**config.mk**
```make
export PLATFORM = sky130hd
export DESIGN_NAME = periph_top
export DESIGN_NICKNAME = d
export VERILOG_FILES = /design/src/source/periph_pkg.sv /design/src/source/periph_bus_front.sv /design/src/source/periph_addr_decode.sv /design/src/source/gpio_ctrl.sv /design/src/source/scratch_regs.sv /design/src/source/edge_counter.sv /design/src/source/periph_top.sv
export SDC_FILE = /design/constraint.sdc
export NUM_CORES = 1
export LEC_CHECK = 0
export BUFFER_PORTS_ARGS = -buffer_cell sky130_fd_sc_hd__buf_2
export CORE_UTILIZATION = 53
export CTS_BUF_LIST = sky130_fd_sc_hd__clkbuf_8 sky130_fd_sc_hd__clkbuf_16
export DETAILED_ROUTE_END_ITERATION = 10
export PLACE_DENSITY = 0.79
export SKIP_CTS_REPAIR_TIMING = 1
export SLEW_MARGIN = 0
export SYNTH_ARGS = -nofsm -noshare
export SYNTH_HDL_FRONTEND = slang
export SYNTH_SLANG_ARGS = --single-unit
export TNS_END_PERCENT = 5
```
**constraint.sdc**
```tcl
create_clock -name clk -period 3.4 [get_ports clk]
set_clock_uncertainty 0.15 [all_clocks]
set_input_delay 0.17 -clock clk [delete_from_list [all_inputs] [get_ports clk]]
set_output_delay 0.17 -clock clk [all_outputs]
set_load 0.005 [all_outputs]
```
**src/source/periph_pkg.sv**
```systemverilog
package periph_pkg;

    typedef logic [10:0] addr_t;
    typedef logic [31:0] data_t;
    typedef logic [1:0]  size_n_t;
    typedef logic [3:0]  slot_t;

    // Access size codes, as driven by the core
    localparam size_n_t SIZE_BYTE = 2'b00;
    localparam size_n_t SIZE_HALF = 2'b01;
    localparam size_n_t SIZE_WORD = 2'b10;
    localparam size_n_t SIZE_NONE = 2'b11;

    typedef struct packed {
        addr_t   addr;
        data_t   wdata;
        size_n_t write_n;
        size_n_t read_n;
    } periph_req_t;

    typedef struct packed {
        data_t rdata;
        logic  ready;
    } periph_rsp_t;

    // Pin source: simple set picks the byte-interface space
    typedef struct packed {
        logic  simple;
        slot_t slot;
    } func_sel_t;

    localparam int    NUM_SLOTS    = 16;
    localparam int    NUM_PINS     = 8;
    localparam slot_t SLOT_GPIO    = 4'd1;
    localparam slot_t SLOT_SCRATCH = 4'd4;
    localparam slot_t SLOT_EDGE    = 4'd1;

    localparam func_sel_t FUNC_SEL_RESET = '{simple: 1'b0, slot: SLOT_GPIO};

    // Address fields
    function automatic logic is_simple_space(addr_t a);
        return a[10];
    endfunction

    function automatic slot_t user_slot(addr_t a);
        return a[9:6];
    endfunction

    function automatic slot_t simple_slot(addr_t a);
        return a[7:4];
    endfunction

    function automatic logic is_access(size_n_t s);
        return s != SIZE_NONE;
    endfunction

endpackage

```
**src/source/periph_bus_front.sv**
```systemverilog
`timescale 1ns/1ps

module periph_bus_front (
    input  logic                    clk,
    input  logic                    rst_n,
    input  periph_pkg::addr_t       i_addr,
    input  periph_pkg::data_t       i_wdata,
    input  periph_pkg::size_n_t     i_data_write_n,
    input  periph_pkg::size_n_t     i_data_read_n,
    input  logic                    i_data_read_complete,
    input  periph_pkg::periph_rsp_t i_rsp,
    output periph_pkg::periph_req_t o_req,
    output periph_pkg::data_t       o_data_out,
    output logic                    o_data_ready
);
    import periph_pkg::*;

    data_t data_q;
    logic  hold_q;
    logic  ready_q;
    logic  read_req;
    logic  capture;

    assign read_req = is_access(i_data_read_n);
    assign capture  = read_req && i_rsp.ready && !hold_q;

    // Hide the pending read from the slots once its data is registered
    assign o_req.addr    = i_addr;
    assign o_req.wdata   = i_wdata;
    assign o_req.write_n = i_data_write_n;
    assign o_req.read_n  = i_data_read_n | {2{ready_q}};

    always_ff @(posedge clk) begin
        if (!rst_n) begin
            hold_q  <= 1'b0;
            ready_q <= 1'b0;
        end else begin
            if (i_data_read_complete) begin
                hold_q <= 1'b0;
            end
            if (capture) begin
                hold_q <= 1'b1;
            end
            ready_q <= read_req && i_rsp.ready;
        end
    end

    always_ff @(posedge clk) begin
        if (capture) begin
            data_q <= i_rsp.rdata;
        end
    end

    assign o_data_out = data_q;
    // Writes complete in the request cycle
    assign o_data_ready = ready_q || is_access(i_data_write_n);

endmodule

```
**src/source/periph_addr_decode.sv**
```systemverilog
`timescale 1ns/1ps

module periph_addr_decode (
    input  periph_pkg::addr_t       i_addr,
    input  periph_pkg::data_t       i_user_rdata [periph_pkg::NUM_SLOTS],
    input  logic [15:0]             i_user_ready,
    input  logic [7:0]              i_simple_rdata [periph_pkg::NUM_SLOTS],
    output logic [15:0]             o_user_sel,
    output logic [15:0]             o_simple_sel,
    output periph_pkg::periph_rsp_t o_rsp
);
    import periph_pkg::*;

    slot_t u_slot;
    slot_t s_slot;

    assign u_slot = user_slot(i_addr);
    assign s_slot = simple_slot(i_addr);

    always_comb begin
        o_user_sel   = '0;
        o_simple_sel = '0;

        if (is_simple_space(i_addr)) begin
            // Byte slots are always ready and return 8 bits
            o_simple_sel[s_slot] = 1'b1;
            o_rsp.rdata          = data_t'(i_simple_rdata[s_slot]);
            o_rsp.ready          = 1'b1;
        end else begin
            o_user_sel[u_slot] = 1'b1;
            o_rsp.rdata        = i_user_rdata[u_slot];
            o_rsp.ready        = i_user_ready[u_slot];
        end
    end

endmodule

```
**src/source/gpio_ctrl.sv**
```systemverilog
`timescale 1ns/1ps

module gpio_ctrl #(
    parameter int NUM_PINS = 8
) (
    input  logic                    clk,
    input  logic                    rst_n,
    input  logic                    i_sel,
    input  periph_pkg::periph_req_t i_req,
    input  logic [NUM_PINS-1:0]     i_ui_in,
    input  logic [NUM_PINS-1:0]     i_user_pins [periph_pkg::NUM_SLOTS],
    input  logic [NUM_PINS-1:0]     i_simple_pins [periph_pkg::NUM_SLOTS],
    output periph_pkg::data_t       o_rdata,
    output logic [NUM_PINS-1:0]     o_uo_out
);
    import periph_pkg::*;

    localparam logic [5:0] OFS_OUT = 6'h00;
    localparam logic [5:0] OFS_IN  = 6'h04;

    logic [NUM_PINS-1:0] out_q;
    func_sel_t           func_sel_q [NUM_PINS];
    logic [NUM_PINS-1:0] user_src [NUM_SLOTS];
    logic [5:0]          offset;
    logic [2:0]          fsel_idx;
    logic                fsel_hit;
    logic                wr_en;

    assign offset   = i_req.addr[5:0];
    assign wr_en    = i_sel && is_access(i_req.write_n);
    // Function selects live at 0x20 to 0x3c, one word per pin
    assign fsel_idx = offset[4:2];
    assign fsel_hit = offset[5] && (offset[1:0] == 2'b00) && (fsel_idx < NUM_PINS);

    always_ff @(posedge clk) begin
        if (!rst_n) begin
            out_q <= '0;
            for (int p = 0; p < NUM_PINS; p++) begin
                func_sel_q[p] <= FUNC_SEL_RESET;
            end
        end else if (wr_en) begin
            if (offset == OFS_OUT) begin
                out_q <= i_req.wdata[NUM_PINS-1:0];
            end
            for (int p = 0; p < NUM_PINS; p++) begin
                if (fsel_hit && fsel_idx == 3'(p)) begin
                    func_sel_q[p] <= func_sel_t'(i_req.wdata[4:0]);
                end
            end
        end
    end

    always_comb begin
        o_rdata = '0;
        if (offset == OFS_OUT) begin
            o_rdata = data_t'(out_q);
        end else if (offset == OFS_IN) begin
            o_rdata = data_t'(i_ui_in);
        end else if (fsel_hit) begin
            o_rdata = data_t'(func_sel_q[fsel_idx]);
        end
    end

    // The GPIO slot drives its pins from the output register
    always_comb begin
        user_src            = i_user_pins;
        user_src[SLOT_GPIO] = out_q;
        for (int p = 0; p < NUM_PINS; p++) begin
            if (func_sel_q[p].simple) begin
                o_uo_out[p] = i_simple_pins[func_sel_q[p].slot][p];
            end else begin
                o_uo_out[p] = user_src[func_sel_q[p].slot][p];
            end
        end
    end

endmodule

```
**src/source/scratch_regs.sv**
```systemverilog
`timescale 1ns/1ps

module scratch_regs #(
    parameter int SCRATCH_WORDS = 4
) (
    input  logic                    clk,
    input  logic                    rst_n,
    input  logic                    i_sel,
    input  periph_pkg::periph_req_t i_req,
    output periph_pkg::data_t       o_rdata,
    output logic [7:0]              o_uo_out,
    output logic                    o_interrupt
);
    import periph_pkg::*;

    localparam int         IDX_W       = (SCRATCH_WORDS > 1) ? $clog2(SCRATCH_WORDS) : 1;
    localparam logic [5:0] OFS_IRQ_SET = 6'h0c;
    localparam logic [5:0] OFS_IRQ_CLR = 6'h10;

    data_t            words_q [SCRATCH_WORDS];
    logic             irq_q;
    logic [5:0]       offset;
    logic [IDX_W-1:0] word_idx;
    logic             word_hit;
    logic             wr_en;

    assign offset   = i_req.addr[5:0];
    assign word_idx = offset[2 +: IDX_W];
    assign word_hit = (offset[1:0] == 2'b00) && (offset[5:2] < SCRATCH_WORDS);
    assign wr_en    = i_sel && is_access(i_req.write_n);

    always_ff @(posedge clk) begin
        if (!rst_n) begin
            for (int w = 0; w < SCRATCH_WORDS; w++) begin
                words_q[w] <= '0;
            end
        end else if (wr_en && word_hit) begin
            // Narrow writes touch the low lanes only
            case (i_req.write_n)
                SIZE_BYTE: words_q[word_idx][7:0]  <= i_req.wdata[7:0];
                SIZE_HALF: words_q[word_idx][15:0] <= i_req.wdata[15:0];
                default:   words_q[word_idx]       <= i_req.wdata;
            endcase
        end
    end

    always_ff @(posedge clk) begin
        if (!rst_n) begin
            irq_q <= 1'b0;
        end else if (wr_en && offset == OFS_IRQ_SET) begin
            irq_q <= 1'b1;
        end else if (wr_en && offset == OFS_IRQ_CLR) begin
            irq_q <= 1'b0;
        end
    end

    assign o_rdata     = word_hit ? words_q[word_idx] : '0;
    assign o_uo_out    = words_q[0][7:0];
    assign o_interrupt = irq_q;

endmodule

```
**src/source/edge_counter.sv**
```systemverilog
`timescale 1ns/1ps

module edge_counter #(
    parameter int NUM_PINS = 8
) (
    input  logic                    clk,
    input  logic                    rst_n,
    input  logic                    i_sel,
    input  periph_pkg::periph_req_t i_req,
    input  logic [NUM_PINS-1:0]     i_ui_in,
    output logic [7:0]              o_rdata,
    output logic [NUM_PINS-1:0]     o_uo_out
);
    import periph_pkg::*;

    localparam int IDX_W = (NUM_PINS > 1) ? $clog2(NUM_PINS) : 1;

    logic [7:0]       count_q;
    logic [IDX_W-1:0] pin_idx_q;
    logic             prev_q;
    logic             pin_now;
    logic             wr_en;
    logic [3:0]       offset;

    assign offset  = i_req.addr[3:0];
    assign wr_en   = i_sel && is_access(i_req.write_n);
    assign pin_now = i_ui_in[pin_idx_q];

    always_ff @(posedge clk) begin
        if (!rst_n) begin
            count_q   <= '0;
            pin_idx_q <= '0;
            prev_q    <= 1'b0;
        end else begin
            prev_q <= pin_now;
            // A write to the count clears it, even on an edge
            if (wr_en && offset == 4'h0) begin
                count_q <= '0;
            end else if (pin_now && !prev_q) begin
                count_q <= count_q + 8'd1;
            end
            if (wr_en && offset == 4'h1) begin
                pin_idx_q <= i_req.wdata[IDX_W-1:0];
            end
        end
    end

    assign o_rdata  = (offset == 4'h0) ? count_q :
                      (offset == 4'h1) ? 8'(pin_idx_q) : 8'h00;
    assign o_uo_out = NUM_PINS'(count_q);

endmodule

```
**src/source/periph_top.sv**
```systemverilog
`timescale 1ns/1ps

module periph_top #(
    parameter int NUM_PINS      = periph_pkg::NUM_PINS,
    parameter int SCRATCH_WORDS = 4
) (
    input  logic                clk,
    input  logic                rst_n,
    input  logic [NUM_PINS-1:0] i_ui_in,
    input  periph_pkg::addr_t   i_addr,
    input  periph_pkg::data_t   i_wdata,
    input  periph_pkg::size_n_t i_data_write_n,
    input  periph_pkg::size_n_t i_data_read_n,
    input  logic                i_data_read_complete,
    output logic [NUM_PINS-1:0] o_uo_out,
    output periph_pkg::data_t   o_data_out,
    output logic                o_data_ready,
    output logic [15:2]         o_user_interrupts
);
    import periph_pkg::*;

    periph_req_t         req;
    periph_rsp_t         rsp;
    logic [15:0]         user_sel;
    logic [15:0]         simple_sel;
    logic [15:0]         user_ready;
    logic                scratch_irq;
    wire data_t          user_rdata [NUM_SLOTS];
    wire [7:0]           simple_rdata [NUM_SLOTS];
    wire [NUM_PINS-1:0]  user_pins [NUM_SLOTS];
    wire [NUM_PINS-1:0]  simple_pins [NUM_SLOTS];

    periph_bus_front u_front (
        .clk                  (clk),
        .rst_n                (rst_n),
        .i_addr               (i_addr),
        .i_wdata              (i_wdata),
        .i_data_write_n       (i_data_write_n),
        .i_data_read_n        (i_data_read_n),
        .i_data_read_complete (i_data_read_complete),
        .i_rsp                (rsp),
        .o_req                (req),
        .o_data_out           (o_data_out),
        .o_data_ready         (o_data_ready)
    );

    periph_addr_decode u_decode (
        .i_addr         (req.addr),
        .i_user_rdata   (user_rdata),
        .i_user_ready   (user_ready),
        .i_simple_rdata (simple_rdata),
        .o_user_sel     (user_sel),
        .o_simple_sel   (simple_sel),
        .o_rsp          (rsp)
    );

    // Every kept slot answers in one cycle, empty ones read zero
    assign user_ready = '1;

    for (genvar s = 0; s < NUM_SLOTS; s++) begin : g_empty
        if (s != SLOT_GPIO && s != SLOT_SCRATCH) begin : g_user
            assign user_rdata[s] = '0;
            assign user_pins[s]  = '0;
        end
        if (s != SLOT_EDGE) begin : g_simple
            assign simple_rdata[s] = '0;
            assign simple_pins[s]  = '0;
        end
    end

    // gpio_ctrl substitutes its own output register for this slot
    assign user_pins[SLOT_GPIO] = '0;

    gpio_ctrl #(.NUM_PINS(NUM_PINS)) u_gpio (
        .clk           (clk),
        .rst_n         (rst_n),
        .i_sel         (user_sel[SLOT_GPIO]),
        .i_req         (req),
        .i_ui_in       (i_ui_in),
        .i_user_pins   (user_pins),
        .i_simple_pins (simple_pins),
        .o_rdata       (user_rdata[SLOT_GPIO]),
        .o_uo_out      (o_uo_out)
    );

    scratch_regs #(.SCRATCH_WORDS(SCRATCH_WORDS)) u_scratch (
        .clk         (clk),
        .rst_n       (rst_n),
        .i_sel       (user_sel[SLOT_SCRATCH]),
        .i_req       (req),
        .o_rdata     (user_rdata[SLOT_SCRATCH]),
        .o_uo_out    (user_pins[SLOT_SCRATCH]),
        .o_interrupt (scratch_irq)
    );

    edge_counter #(.NUM_PINS(NUM_PINS)) u_edge (
        .clk      (clk),
        .rst_n    (rst_n),
        .i_sel    (simple_sel[SLOT_EDGE]),
        .i_req    (req),
        .i_ui_in  (i_ui_in),
        .o_rdata  (simple_rdata[SLOT_EDGE]),
        .o_uo_out (simple_pins[SLOT_EDGE])
    );

    // Only the scratch slot raises an interrupt
    always_comb begin
        o_user_interrupts               = '0;
        o_user_interrupts[SLOT_SCRATCH] = scratch_irq;
    end

endmodule

```
* Word level (Yosys, flattened, before mapping)
Memories as Yosys holds them, arrays and structs flattened.
Cells that the tools add are included.
Widths: inputs -> output; s select.
** Storage, ports and cells
- Memories :: 3
- ROM bits :: 16
- Register bits :: 55
- Input port bits :: 58
- RAM bits :: 168
- Logic and storage cells :: 243
** Memories
- u_scratch.words_q :: words 4, bits a word 32, read ports 2, clocked after Yosys merged registers in 0, wr ports 4, RTL line scratch_regs.sv:20 : data_t words_q [SCRATCH_WORDS];
- u_gpio.func_sel_q :: words 8, bits a word 5, read ports 9, clocked after Yosys merged registers in 0, wr ports 8, RTL line gpio_ctrl.sv:22 : func_sel_t func_sel_q [NUM_PINS];
- (no name shown) :: words 16, bits a word 1, read ports 1, clocked after Yosys merged registers in 0, wr ports 0, RTL line periph_addr_decode.sv:32 : o_rsp.ready = i_user_ready[u_slot];
** Operators by class
- Order comparisons :: 16
- Add/sub/neg operators :: 1
- Eq/ne operators :: 14
- Bitwise operators :: 22
- Multiplexer cells :: 141
- Reductions and logical operators :: 37
** Operator list (count)
- $bmux 8 s4 :: 17
- $mux 32 :: 6
- $bmux 32 s4 :: 1
- $mux 8 :: 10
- $mux 5 :: 14
- $mux 1 :: 65
- $ge 5x5->1 const B :: 10
- $not 4->5 :: 10
- $reduce_or 32->1 :: 1
- $mux 7 :: 4
- $mux 6 :: 4
- $logic_and 1x1->1 :: 23
- $mux 3 :: 6
- $mux 4 :: 4
- $eq 3x3->1 const B :: 4
- $mux 2 :: 6
- $or 1x1->1 :: 11
- $lt 4x5->1 const B :: 2
- $mux 9 :: 1
- $add 8x1->8 const B :: 1
- $demux 1 s4 :: 2
- $ge 4x1->1 const B :: 2
- $eq 3x2->1 const B :: 2
- $eq 6x3->1 const B :: 1
- other kinds (19) :: 24

* Depth between registers and ports, before layout
Gate-level depths: netlist of the first run.
- Depth after elaboration :: 14
- Depth in mapped cells :: 7
- Gate-level depth less buffers :: 4

* Modules after synthesis
Synthesis of the first run repeated with hierarchy kept, for this count alone.
** Second synthesis, totals
- Cells, all modules :: 1564
- Area, all modules :: 18336.3 um2
** By module, submodules not included
- scratch_regs :: sequential area each 3863.7 um2, area each 5911.9 um2, cells an instance 422, instances 1
- periph_addr_decode :: sequential area each 0.0 um2, area each 5361.4 um2, cells an instance 438, instances 1
- gpio_ctrl :: sequential area each 1361.3 um2, area each 4809.6 um2, cells an instance 514, instances 1
- periph_bus_front :: sequential area each 1001.0 um2, area each 1397.6 um2, cells an instance 88, instances 1
- edge_counter :: sequential area each 240.2 um2, area each 743.2 um2, cells an instance 86, instances 1
- periph_top :: sequential area each 0.0 um2, area each 112.6 um2, cells an instance 16, instances 1

* Worst setup path after synthesis of the first run
OpenSTA, ideal clock, no wires.
- Path kind :: input to register
- Start :: in i_addr[0]
- End :: mem u_scratch.words_q[3][16] in the netlist's numbering, enable pin
- Buffers on the path :: 1
- Library setup time :: 0.411 ns
- Stages on the path :: 5
- Arrival :: 2.470 ns
- Setup slack :: 0.369 ns
- Cells stage by stage :: buf_2 > nor4_2 > nand4_4 > or3_1 > o21ai_0
** RTL lines
- start, declared :: RTL line periph_top.sv:10 : input periph_pkg::addr_t i_addr,
- end, declared :: RTL line scratch_regs.sv:20

==> flow_summary.yaml, run 1 <==
status:
  status: "complete, but fails checks"
  violations: "negative hold slack"
synth:
  synth-xor-area-share_pct: 0.0834
  ys_top_cells_by_area: "edfxtp_1 (57%), and2_1 (7.4%), mux4_2 (7.3%), dfxtp_1 (4.4%), nor2_1 (2.1%)"
  syn-cell-area_um2: 10500
  ys_warn_count: 0
  ys_top_cells_by_count: "edfxtp_1 (200), and2_1 (125), nor2_1 (59)"
  synth_seq_cells: 223
  yosysUniqueCellTypes: 70
  synth_top_area_share_pct: 57.2
  synth_mux_area_share_pct: 10.8
  synthAdderAreaFrac_pct: 0.119
  yosysSeqAreaShare_pct: 61.6
  yosys.area_share.simple_pct: 18.7
  synth_top_family_by_area: "simple AND/OR/NAND/NOR gates"
  synth_edf_count: 200
  ys_async_sr_fraction_pct: 0
  synth.largest_area_cell: "edfxtp_1"
  synth_compound_area_share_pct: 5.31
  synth_ff_type: "edfxtp_1"
  synth_area_per_cell_um2: 13.5
  post-synth-top-count-cell: "edfxtp_1"
  netlist_instances: 777
setup_path:
  cp-start-kind: "input pin"
  crit_path_end_kind: "flop"
  path_max_fanout: 23
  cp.arrival_ns: 2.36
  critPathKind: "input pin to flop"
  required_ns: 3.45
global_route:
  overflow: 0
  grt_pass1_vias: 6706
  grt_max_degree: 47
  grtUsageTotal_pct: 24.6
  grt_first_pass_wirelength_um: 37300
  antenna_found_initial: 4
detailed_routing:
  routed_via_density: 5.89
  drt_iter0_markers: 757
  via_count: 7080
  finalWirelength_um: 25100
  avgRoutedWirePerCell_um: 20.9
  ant_nets: 0
  drc_errors: 0
  dr.pass1.iters: 8
power_and_ir_drop:
  swShare_pct: 22.4
  vdd_ir_drop_max_mv: 0.296
  intPower_mw: 4.67
  p_clk_share_pct: 39.7
  p_per_area_nw_per_um2: 487
  power_switching_mw: 1.35
  p_leak_nw: 4.55
  comb_power_share_pct: 7.4
  seq_power_share_pct: 53.0
clock_network:
  clock-sinks: 223
  cts_tree: "done"
  cts.clk_slew.worst_paths_ns: 0.06
  clock_path_buffers: 3
  h-tree-depth: 1
  numCtsBuffers: 24
  cts_root_buf: "clkbuf_16"
  clk_latency_ns: 0.53
die:
  die_x_um: 143
  row_count: 51
  io_pins: 113
  core_um2: 19500
  start_util_pct: 54.0
  die_h_um: 143
  die_area_um2: 20400
place:
  place_area_um2: 11200
  dp_hpwl_um: 16800
  dpl_worst_slack_ns: 0.604
  portBuffers: 99
  routabilityCongestion: 0.880
sta:
  fmaxAchievable_ghz: 0.433
  layout_min_cycle_time_ns: 2.31
  tightest_slew_ns: 1.12
  hold_ws_ns: -0.0486
  setup_viol: 0
  setup_tns_ns: 0
  hold_viol: 1
  relSlewSlack_pct: 25.2
  rsz0062_at_grt: "false"
  worst_slack_ns: 1.09
  drv_slew: 0
  final.period_utilization_pct: 67.9
job:
  drv_cap: 0
finish:
  area_growth_pct: 17.7
  num-fill-cells: 1383
  drive_gt1_share_pct: 22.7
  nets: 976
  stdcell_area_um2: 12400
min_path:
  min_path_type: "input pin to flop"
==> critical path: stages <==
cell,delay (ns)
buf_2,0.22
nor4_2,0.43
and4_1,0.60
nand3_1,0.36
o21ai_1,0.25
buf_4,0.30
==> sequential cells by signal (all words and copies together) (netlist names) <==
signal and flops:
u_front.hold_q 1, u_scratch.words_q 128, u_gpio.out_q 8, u_front.o_data_out 32
u_edge.pin_idx_q 3, u_front.ready_q 1, u_edge.o_uo_out 8, u_edge.prev_q 1
u_gpio.func_sel_q 40, u_scratch.o_interrupt 1
==> cells in the final DEF (no fill, tap or decap), types with 11 or more instances in the layout <==
cell             n
mux2i_1         20
nand3_1         18
buf_2           98
nor3_1          16
and3_1          13
a22oi_1         12
buf_4           22
clkbuf_16       24
dlygate4sd3_1   40
nor2_1          59
a21oi_1         11
mux4_2          34
edfxtp_1       200
dfxtp_1         23
inv_1           14
nand2_1         30
conb_1          13
nand2b_1        12
and2_1         125
==> per-stage QoR <==
stage / std cells / hold WS (ns) / utilization [%] / total power, mW
floorplan: 789 / 0.112 / - / 3.46
global placement: 1116 / 0.243 / 57.7 / 3.63
detailed placement: 1116 / 0.248 / 57.7 / 3.64
CTS: 1158 / -0.296 / 61.4 / 5.98
global route: 1200 / 0.00558 / 63.5 / 6.19
finish: 1202 / -0.0486 / 63.5 / 6.02
==> path summary, 6_finish.rpt <==
kind	startpoint	endpoint	slack [ns]	depth (start not counted)
min	i_addr[8]	u_scratch.o_interrupt	-0.05	4
max	i_addr[4]	u_scratch.words_q[2][25]	1.09	6
min reg2reg	u_gpio.out_q[7]	u_gpio.out_q[7]	0.33	2
max reg2reg	u_edge.pin_idx_q[0]	u_edge.o_uo_out[1]	1.32	4
==> cell type report <==
type | count | area, um^2 | share of cell area [%]
Clock inverter | 18 | 114 | 0.921
Clock buffer | 24 | 601 | 4.86
Inverter | 11 | 41.3 | 0.334
Timing Repair Buffer | 160 | 1060 | 8.54
Antenna cell | 4 | 10.0 | 0.0810
Sequential cell | 223 | 6470 | 52.3
Tap cell | 265 | 332 | 2.68
Multi-Input combinational cell | 497 | 3740 | 30.3
==> layer usage <==
| layer | wire length, um | up-vias | track usage (%) |
|---|---|---|---|
| met5 | 13 | - | 0 |
| met1 | 9900 | 3451 | 33.0 |
| met4 | 692 | 2 | 9.62 |
| met3 | 2220 | 61 | 4.26 |
| met2 | 12300 | 401 | 40.2 |
| li1 | - | 3165 | - |
==> cells by family (layout without fill, tap and decap cells) <==
family	after synthesis	in the layout
other cells	1	17
xor+xnor	1	1
flops	223	223
mux	65	65
compound gates	83	83
fa+ha+maj	1	1
simple gates	334	334
buf+inv	69	213
==> power groups by stage <==
stage	combinational (mW)	sequential, mW	clock, mW
after floorplan	0.246	3.22	0
after global placement	0.396	3.23	0
after detailed placement	0.402	3.24	0
after CTS	0.404	3.18	2.40
after global routing	0.477	3.20	2.51
final	0.443	3.19	2.39
Note: power is estimated with default switching activity, not from simulation.
==> run 2, diff against run 1 <==
--- a/config.mk
+++ b/config.mk
@@ -5,11 +5,12 @@
 export SDC_FILE = /design/constraint.sdc
 export NUM_CORES = 1
 export LEC_CHECK = 0
+export ABC_AREA = 1
 export BUFFER_PORTS_ARGS = -buffer_cell sky130_fd_sc_hd__buf_2
 export CORE_UTILIZATION = 53
 export CTS_BUF_LIST = sky130_fd_sc_hd__clkbuf_8 sky130_fd_sc_hd__clkbuf_16
 export DETAILED_ROUTE_END_ITERATION = 10
-export PLACE_DENSITY = 0.79
+export PLACE_DENSITY = 0.82
 export SKIP_CTS_REPAIR_TIMING = 1
 export SLEW_MARGIN = 0
 export SYNTH_ARGS = -nofsm -noshare
==> constraint.sdc (replaced) <==
create_clock -name clk -period 1.9 [get_ports clk]
set_clock_uncertainty 0.15 [all_clocks]
set_input_delay 0.095 -clock clk [delete_from_list [all_inputs] [get_ports clk]]
set_output_delay 0.095 -clock clk [all_outputs]
set_load 0.005 [all_outputs]
==> run 2 against run 1 <==
Effect of this change:
- the run ends with negative setup slack left
- critical endpoint is now o_uo_out[6]
- largest power group unchanged
- via count increased by 19%
- wire length increased by 11%
- combinational power up 100%
- setup slack worse by 1.1 ns
- die area is 3.1% lower
- hold slack improved by 0.069 ns
- area after synthesis fell by 3.1%
- final area grew 2.0%
- global-route usage rose by 2.3 points
==> flow_summary.yaml, run 2 <==
sta:
  drv_slew: 0
  rsz0062_at_grt: "true"
  setup_viol: 1
  hold_viol: 0
  worst_slack_ns: -0.00375
  fmaxAchievable_ghz: 0.525
  relSlewSlack_pct: 55.8
  layout_min_cycle_time_ns: 1.90
  final.period_utilization_pct: 100
  tightest_slew_ns: 0.662
detailed_routing:
  via_count: 8407
  dr.pass1.iters: 6
  drt_iter0_markers: 1004
  finalWirelength_um: 27900
  ant_nets: 0
  drc_errors: 0
  avgRoutedWirePerCell_um: 18.9
  routed_via_density: 5.69
setup_path:
  r2r-start: "u_edge.pin_idx_q[0]"
  cp.arrival_ns: 1.66
  cp-startpoint: "u_gpio.func_sel_q[6][0]"
  rr_worst_depth: 7
  crit_path_end_kind: "output port"
  critPathKind: "flop to output port"
  path_max_fanout: 3
  required_ns: 1.65
  cp-start-kind: "flop"
global_route:
  grtUsageTotal_pct: 26.9
  overflow: 0
  grt_max_degree: 34
  grt_first_pass_wirelength_um: 40700
  grt_pass1_vias: 7641
  antenna_found_initial: 0
status:
  status: "complete, but fails checks"
  violations: "negative setup slack"
synth:
  yosysSeqAreaShare_pct: 63.5
  synth_top_area_share_pct: 59.0
  synth_area_per_cell_um2: 9.91
  synth_seq_cells: 223
  synth_ff_type: "edfxtp_1"
  ys_async_sr_fraction_pct: 0
  yosysUniqueCellTypes: 39
  synth_edf_count: 200
  netlist_instances: 1027
  synth.largest_area_cell: "edfxtp_1"
  ys_top_cells_by_area: "edfxtp_1 (59%), nand2_1 (8.1%), nor2_1 (6.6%), dfxtp_1 (4.5%), inv_1 (3.9%)"
  ys_warn_count: 0
  syn-cell-area_um2: 10200
  ys_top_cells_by_count: "nand2_1 (220), edfxtp_1 (200), nor2_1 (179)"
  post-synth-top-count-cell: "nand2_1"
finish:
  largest_reg_flops: 128
  layout_commonest_cell: "nand2_1"
  area_growth_pct: 23.9
  final_util_pct: 67.2
  most-common-layout-cells: "nand2_1 (220), edfxtp_1 (200), nor2_1 (178)"
  num-fill-cells: 1362
  nets: 1286
  antennaDiodeCount: 0
  regMostFlops: "u_scratch.words_q"
  drive_gt1_share_pct: 18.6
clock_network:
  clock_path_buffers: 3
  cts_root_buf: "clkbuf_16"
  clock-sinks: 223
  cts_tree: "done"
  h-tree-depth: 1
  clk_latency_ns: 0.52
  cts.clk_slew.worst_paths_ns: 0.06
  numCtsBuffers: 23
die:
  die_area_um2: 19800
  core_um2: 18800
  die_h_um: 141
  start_util_pct: 54.2
  io_pins: 113
  row_count: 50
  die_x_um: 141
power_and_ir_drop:
  p_per_area_nw_per_um2: 870
  seq_power_share_pct: 52.1
  power_switching_mw: 2.55
  intPower_mw: 8.43
  swShare_pct: 23.2
  p_leak_nw: 5.20
  fin_total_pwr_mw: 11.0
  p_clk_share_pct: 39.7
  vdd_ir_drop_max_mv: 0.792
  comb_power_share_pct: 8.2
min_path:
  hp-start: "i_addr[0]"
  hold_depth: 6
  min_path_type: "input pin to flop"
place:
  dp_hpwl_um: 19100
  portBuffers: 99
  routabilityCongestion: 1.03
job:
  drv_cap: 0
-- run 2: path summary, 6_finish.rpt --
check | slack, ns | to
worst min register to register | 0.33 | u_edge.o_uo_out[4]
worst max register to register | 0.23 | u_edge.o_uo_out[7]
worst min-delay path | 0.02 | u_gpio.func_sel_q[0][0]
worst max-delay path | -0.004 | o_uo_out[6]
-- run 2: metrics by stage --
| step | instances | hold slack, ns | area, um^2 | TNS [ns] | worst slack (ns) |
|---|---|---|---|---|---|
| 6_report | 1478 | 0.0202 | 12600 | -0.00375 | -0.00375 |
| 5_1_grt | 1478 | 0.0411 | 12600 | -0.135 | -0.0651 |
| 4_1_cts | 1426 | -0.342 | 12100 | -0.350 | -0.101 |
| 3_5_place_dp | 1384 | 0.187 | 11300 | -2.42 | -0.0646 |
| 3_3_place_gp | 1384 | 0.180 | 11300 | 0 | 0.0371 |
| 2_1_floorplan | 1039 | 0.0368 | 10200 | -21.06 | -0.502 |
-- run 2: logic make-up (layout without fill, tap and decap cells) --
group	count (synthesis)	after routing	share of synthesized area, %
other	1	13	0.0369
xor gates and xnor gates	5	5	0.430
buffers and inverters	164	369	6.86
AOI/OAI and AO/OA	144	144	8.52
and+or+nand+nor	489	489	20.5
adders and majority gates	1	1	0.123
DFF	223	223	63.5
-- run 2: layout make-up --
class	instances	area, um^2	share of cell area (%)
multi-input cells	652	3110	24.7
repair buffers	213	1580	12.5
flip-flops and latches	223	6470	51.3
clock inverters	19	151	1.20
clock buffers	23	576	4.56
inverters	114	429	3.40
well taps	234	293	2.32
-- run 2: routing by layer --
layer	global-route usage (%)	wire (um)	vias to the layer above	share of wire [%]
met2	43.7	13300	541	48
li1	-	-	3864	-
met3	3.90	2930	83	11
met1	36.8	10500	3919	38
met4	10.4	1110	0	4.0
met5	0	0	-	0
-- run 2: power groups by stage --
| stage | clock network (mW) | logic, mW | registers (mW) |
|---|---|---|---|
| floorplan | 0 | 0.420 | 5.77 |
| detailed placement | 0 | 0.796 | 5.81 |
| CTS | 4.36 | 0.801 | 5.71 |
| global placement | 0 | 0.778 | 5.79 |
| global route | 4.58 | 0.972 | 5.73 |
| finish | 4.35 | 0.904 | 5.72 |
-- run 2: worst max-delay path, stage by stage (launching register included) --
cell,delay [ns]
edfxtp_1,0.45
nor2_1,0.11
nand3_1,0.09
a211oi_2,0.32
buf_2,0.17
==> run 3, diff against run 2 <==
--- a/config.mk
+++ b/config.mk
@@ -7,10 +7,11 @@
 export LEC_CHECK = 0
 export ABC_AREA = 1
 export BUFFER_PORTS_ARGS = -buffer_cell sky130_fd_sc_hd__buf_2
-export CORE_UTILIZATION = 53
+export CORE_UTILIZATION = 51
 export CTS_BUF_LIST = sky130_fd_sc_hd__clkbuf_8 sky130_fd_sc_hd__clkbuf_16
+export CTS_CLUSTER_SIZE = 30
 export DETAILED_ROUTE_END_ITERATION = 10
-export PLACE_DENSITY = 0.82
+export PLACE_DENSITY = 0.8
 export SKIP_CTS_REPAIR_TIMING = 1
 export SLEW_MARGIN = 0
 export SYNTH_ARGS = -nofsm -noshare
==> run 3 against run 2 <==
Effect of this change:
- the run still ends with negative setup slack left
- wire length decreased by 0.86%
- sequential power about the same
- clock-buffer cell count increased by 1
- sequential share of layout area increased by 0.27 points
- combinational power decreased by 1%
- via count decreased by 2.1%
- non-clock buffer count decreased by 10
- die area increased by 3.9%
- cell count increased by 1.3%
- critical endpoint unchanged
- largest cell class unchanged
==> flow_summary.yaml, run 3 (same netlist as run 2, synthesis figures left out) <==
detailed_routing:
  via_count: 8234
  dr.pass1.iters: 6
  drt_iter0_markers: 1152
  ant_nets: 0
  routed_via_density: 5.50
  finalWirelength_um: 27600
  drc_errors: 0
  avgRoutedWirePerCell_um: 18.5
status:
  violations: "negative setup slack"
  status: "complete, but fails checks"
finish:
  layout_commonest_cell: "nand2_1"
  antennaDiodeCount: 0
  regMostFlops: "u_scratch.words_q"
  instances_no_fill: 1497
  nets: 1275
  largest_reg_flops: 128
  drive_gt1_share_pct: 18.2
  most-common-layout-cells: "nand2_1 (220), edfxtp_1 (200), nor2_1 (177)"
  area_growth_pct: 23.3
global_route:
  grt_first_pass_wirelength_um: 40200
  antenna_found_initial: 0
  overflow: 0
  grt_pass1_vias: 7434
  grt_max_degree: 34
  grtUsageTotal_pct: 26.1
clock_network:
  cts_root_buf: "clkbuf_16"
  clk_latency_ns: 0.51
  clock-sinks: 223
  cts_tree: "done"
  numCtsBuffers: 22
  cts.clk_slew.worst_paths_ns: 0.06
  clock_path_buffers: 3
  h-tree-depth: 1
setup_path:
  cp-startpoint: "u_gpio.func_sel_q[6][4]"
  cpMaxStageDelayCell: "edfxtp_1"
  cp.arrival_ns: 1.70
  r2r_slack_ns: 0.12
  slowest_delay_ns: 0.46
  crit_path_end_kind: "output port"
  crit_chain: "nand2_1 -> o2111ai_1 -> a211oi_2 -> buf_2"
  cp-start-kind: "flop"
  path_max_fanout: 4
  required_ns: 1.65
  r2r-start: "u_edge.pin_idx_q[0]"
  critPathKind: "flop to output port"
power_and_ir_drop:
  vdd_ir_drop_max_mv: 0.604
  p_leak_nw: 5.15
  fin_total_pwr_mw: 10.7
  p_per_area_nw_per_um2: 851
sta:
  worst_slack_ns: -0.0412
  layout_min_cycle_time_ns: 1.94
  tightest_slew_ns: 0.654
  fmaxAchievable_ghz: 0.515
  drv_slew: 0
  final.period_utilization_pct: 102
  relSlewSlack_pct: 56.3
  rsz0062_at_grt: "true"
  setup_viol: 1
  setup_tns_ns: -0.0412
  hold_viol: 0
min_path:
  min_path_type: "input pin to flop"
  hp-start: "i_addr[7]"
place:
  portBuffers: 99
  routabilityCongestion: 0.999
  dp_cells: 1408
  dp_hpwl_um: 19100
die:
  io_pins: 113
  die_h_um: 143
  start_util_pct: 52.1
  die_x_um: 143
  row_count: 51
  core_um2: 19500
  die_area_um2: 20500
job:
  drv_cap: 0
## run 3: layer usage
| metal | vias to the layer above | track usage (%) | share of wire, % |
|---|---|---|---|
| met5 | - | 0 | 0 |
| met4 | 0 | 9.01 | 3.5 |
| met3 | 74 | 4.66 | 9.6 |
| met2 | 449 | 42.3 | 47 |
| met1 | 3870 | 35.4 | 40 |
| li1 | 3841 | - | - |
## run 3: worst max-delay path, delay by kind of cell, from the launching register on
kind	cells	cell delay, ns
AND/OR/NAND/NOR	1	0.10
AO/OA/AOI/OAI	2	0.45
buffers and inverters	1	0.17
flip-flops	1	0.46
## run 3: stage by stage
step                      hold slack (ns)  cell area [um^2]  util [%]  setup slack (ns)
after floorplan                    0.0368             10200         -            -0.502
after global placement              0.175             11300      58.0            0.0222
after detailed placement            0.176             11300      58.0           -0.0545
after CTS                          -0.365             12000      61.4            -0.180
after global routing               0.0287             12500      64.2           -0.0552
final                              0.0124             12500      64.2           -0.0412
## run 3: final cells by class
cell class                      instances  area, um^2
Clock inverter                         16         103
Multi-Input combinational cell        652        3140
Timing Repair Buffer                  203        1500
Tap cell                              265         332
Fill cell                            1560        6980
Inverter                              114         429
Sequential cell                       223        6470
Clock buffer                           24         578
## run 3: path summary, 6_finish.rpt
kind                                              end  cells after the start
worst min register to register  u_scratch.o_interrupt                      2
worst min-delay path            u_scratch.o_interrupt                      7
worst max-delay path                      o_uo_out[6]                      4
worst max register to register     u_edge.o_uo_out[4]                      7
## run 3: where the power goes
group	switching (mW)	total, mW	internal, mW
combinational	0.554	0.894	0.340
sequential	0.125	5.72	5.59
clock	1.75	4.06	2.32
total	2.42	10.7	8.25
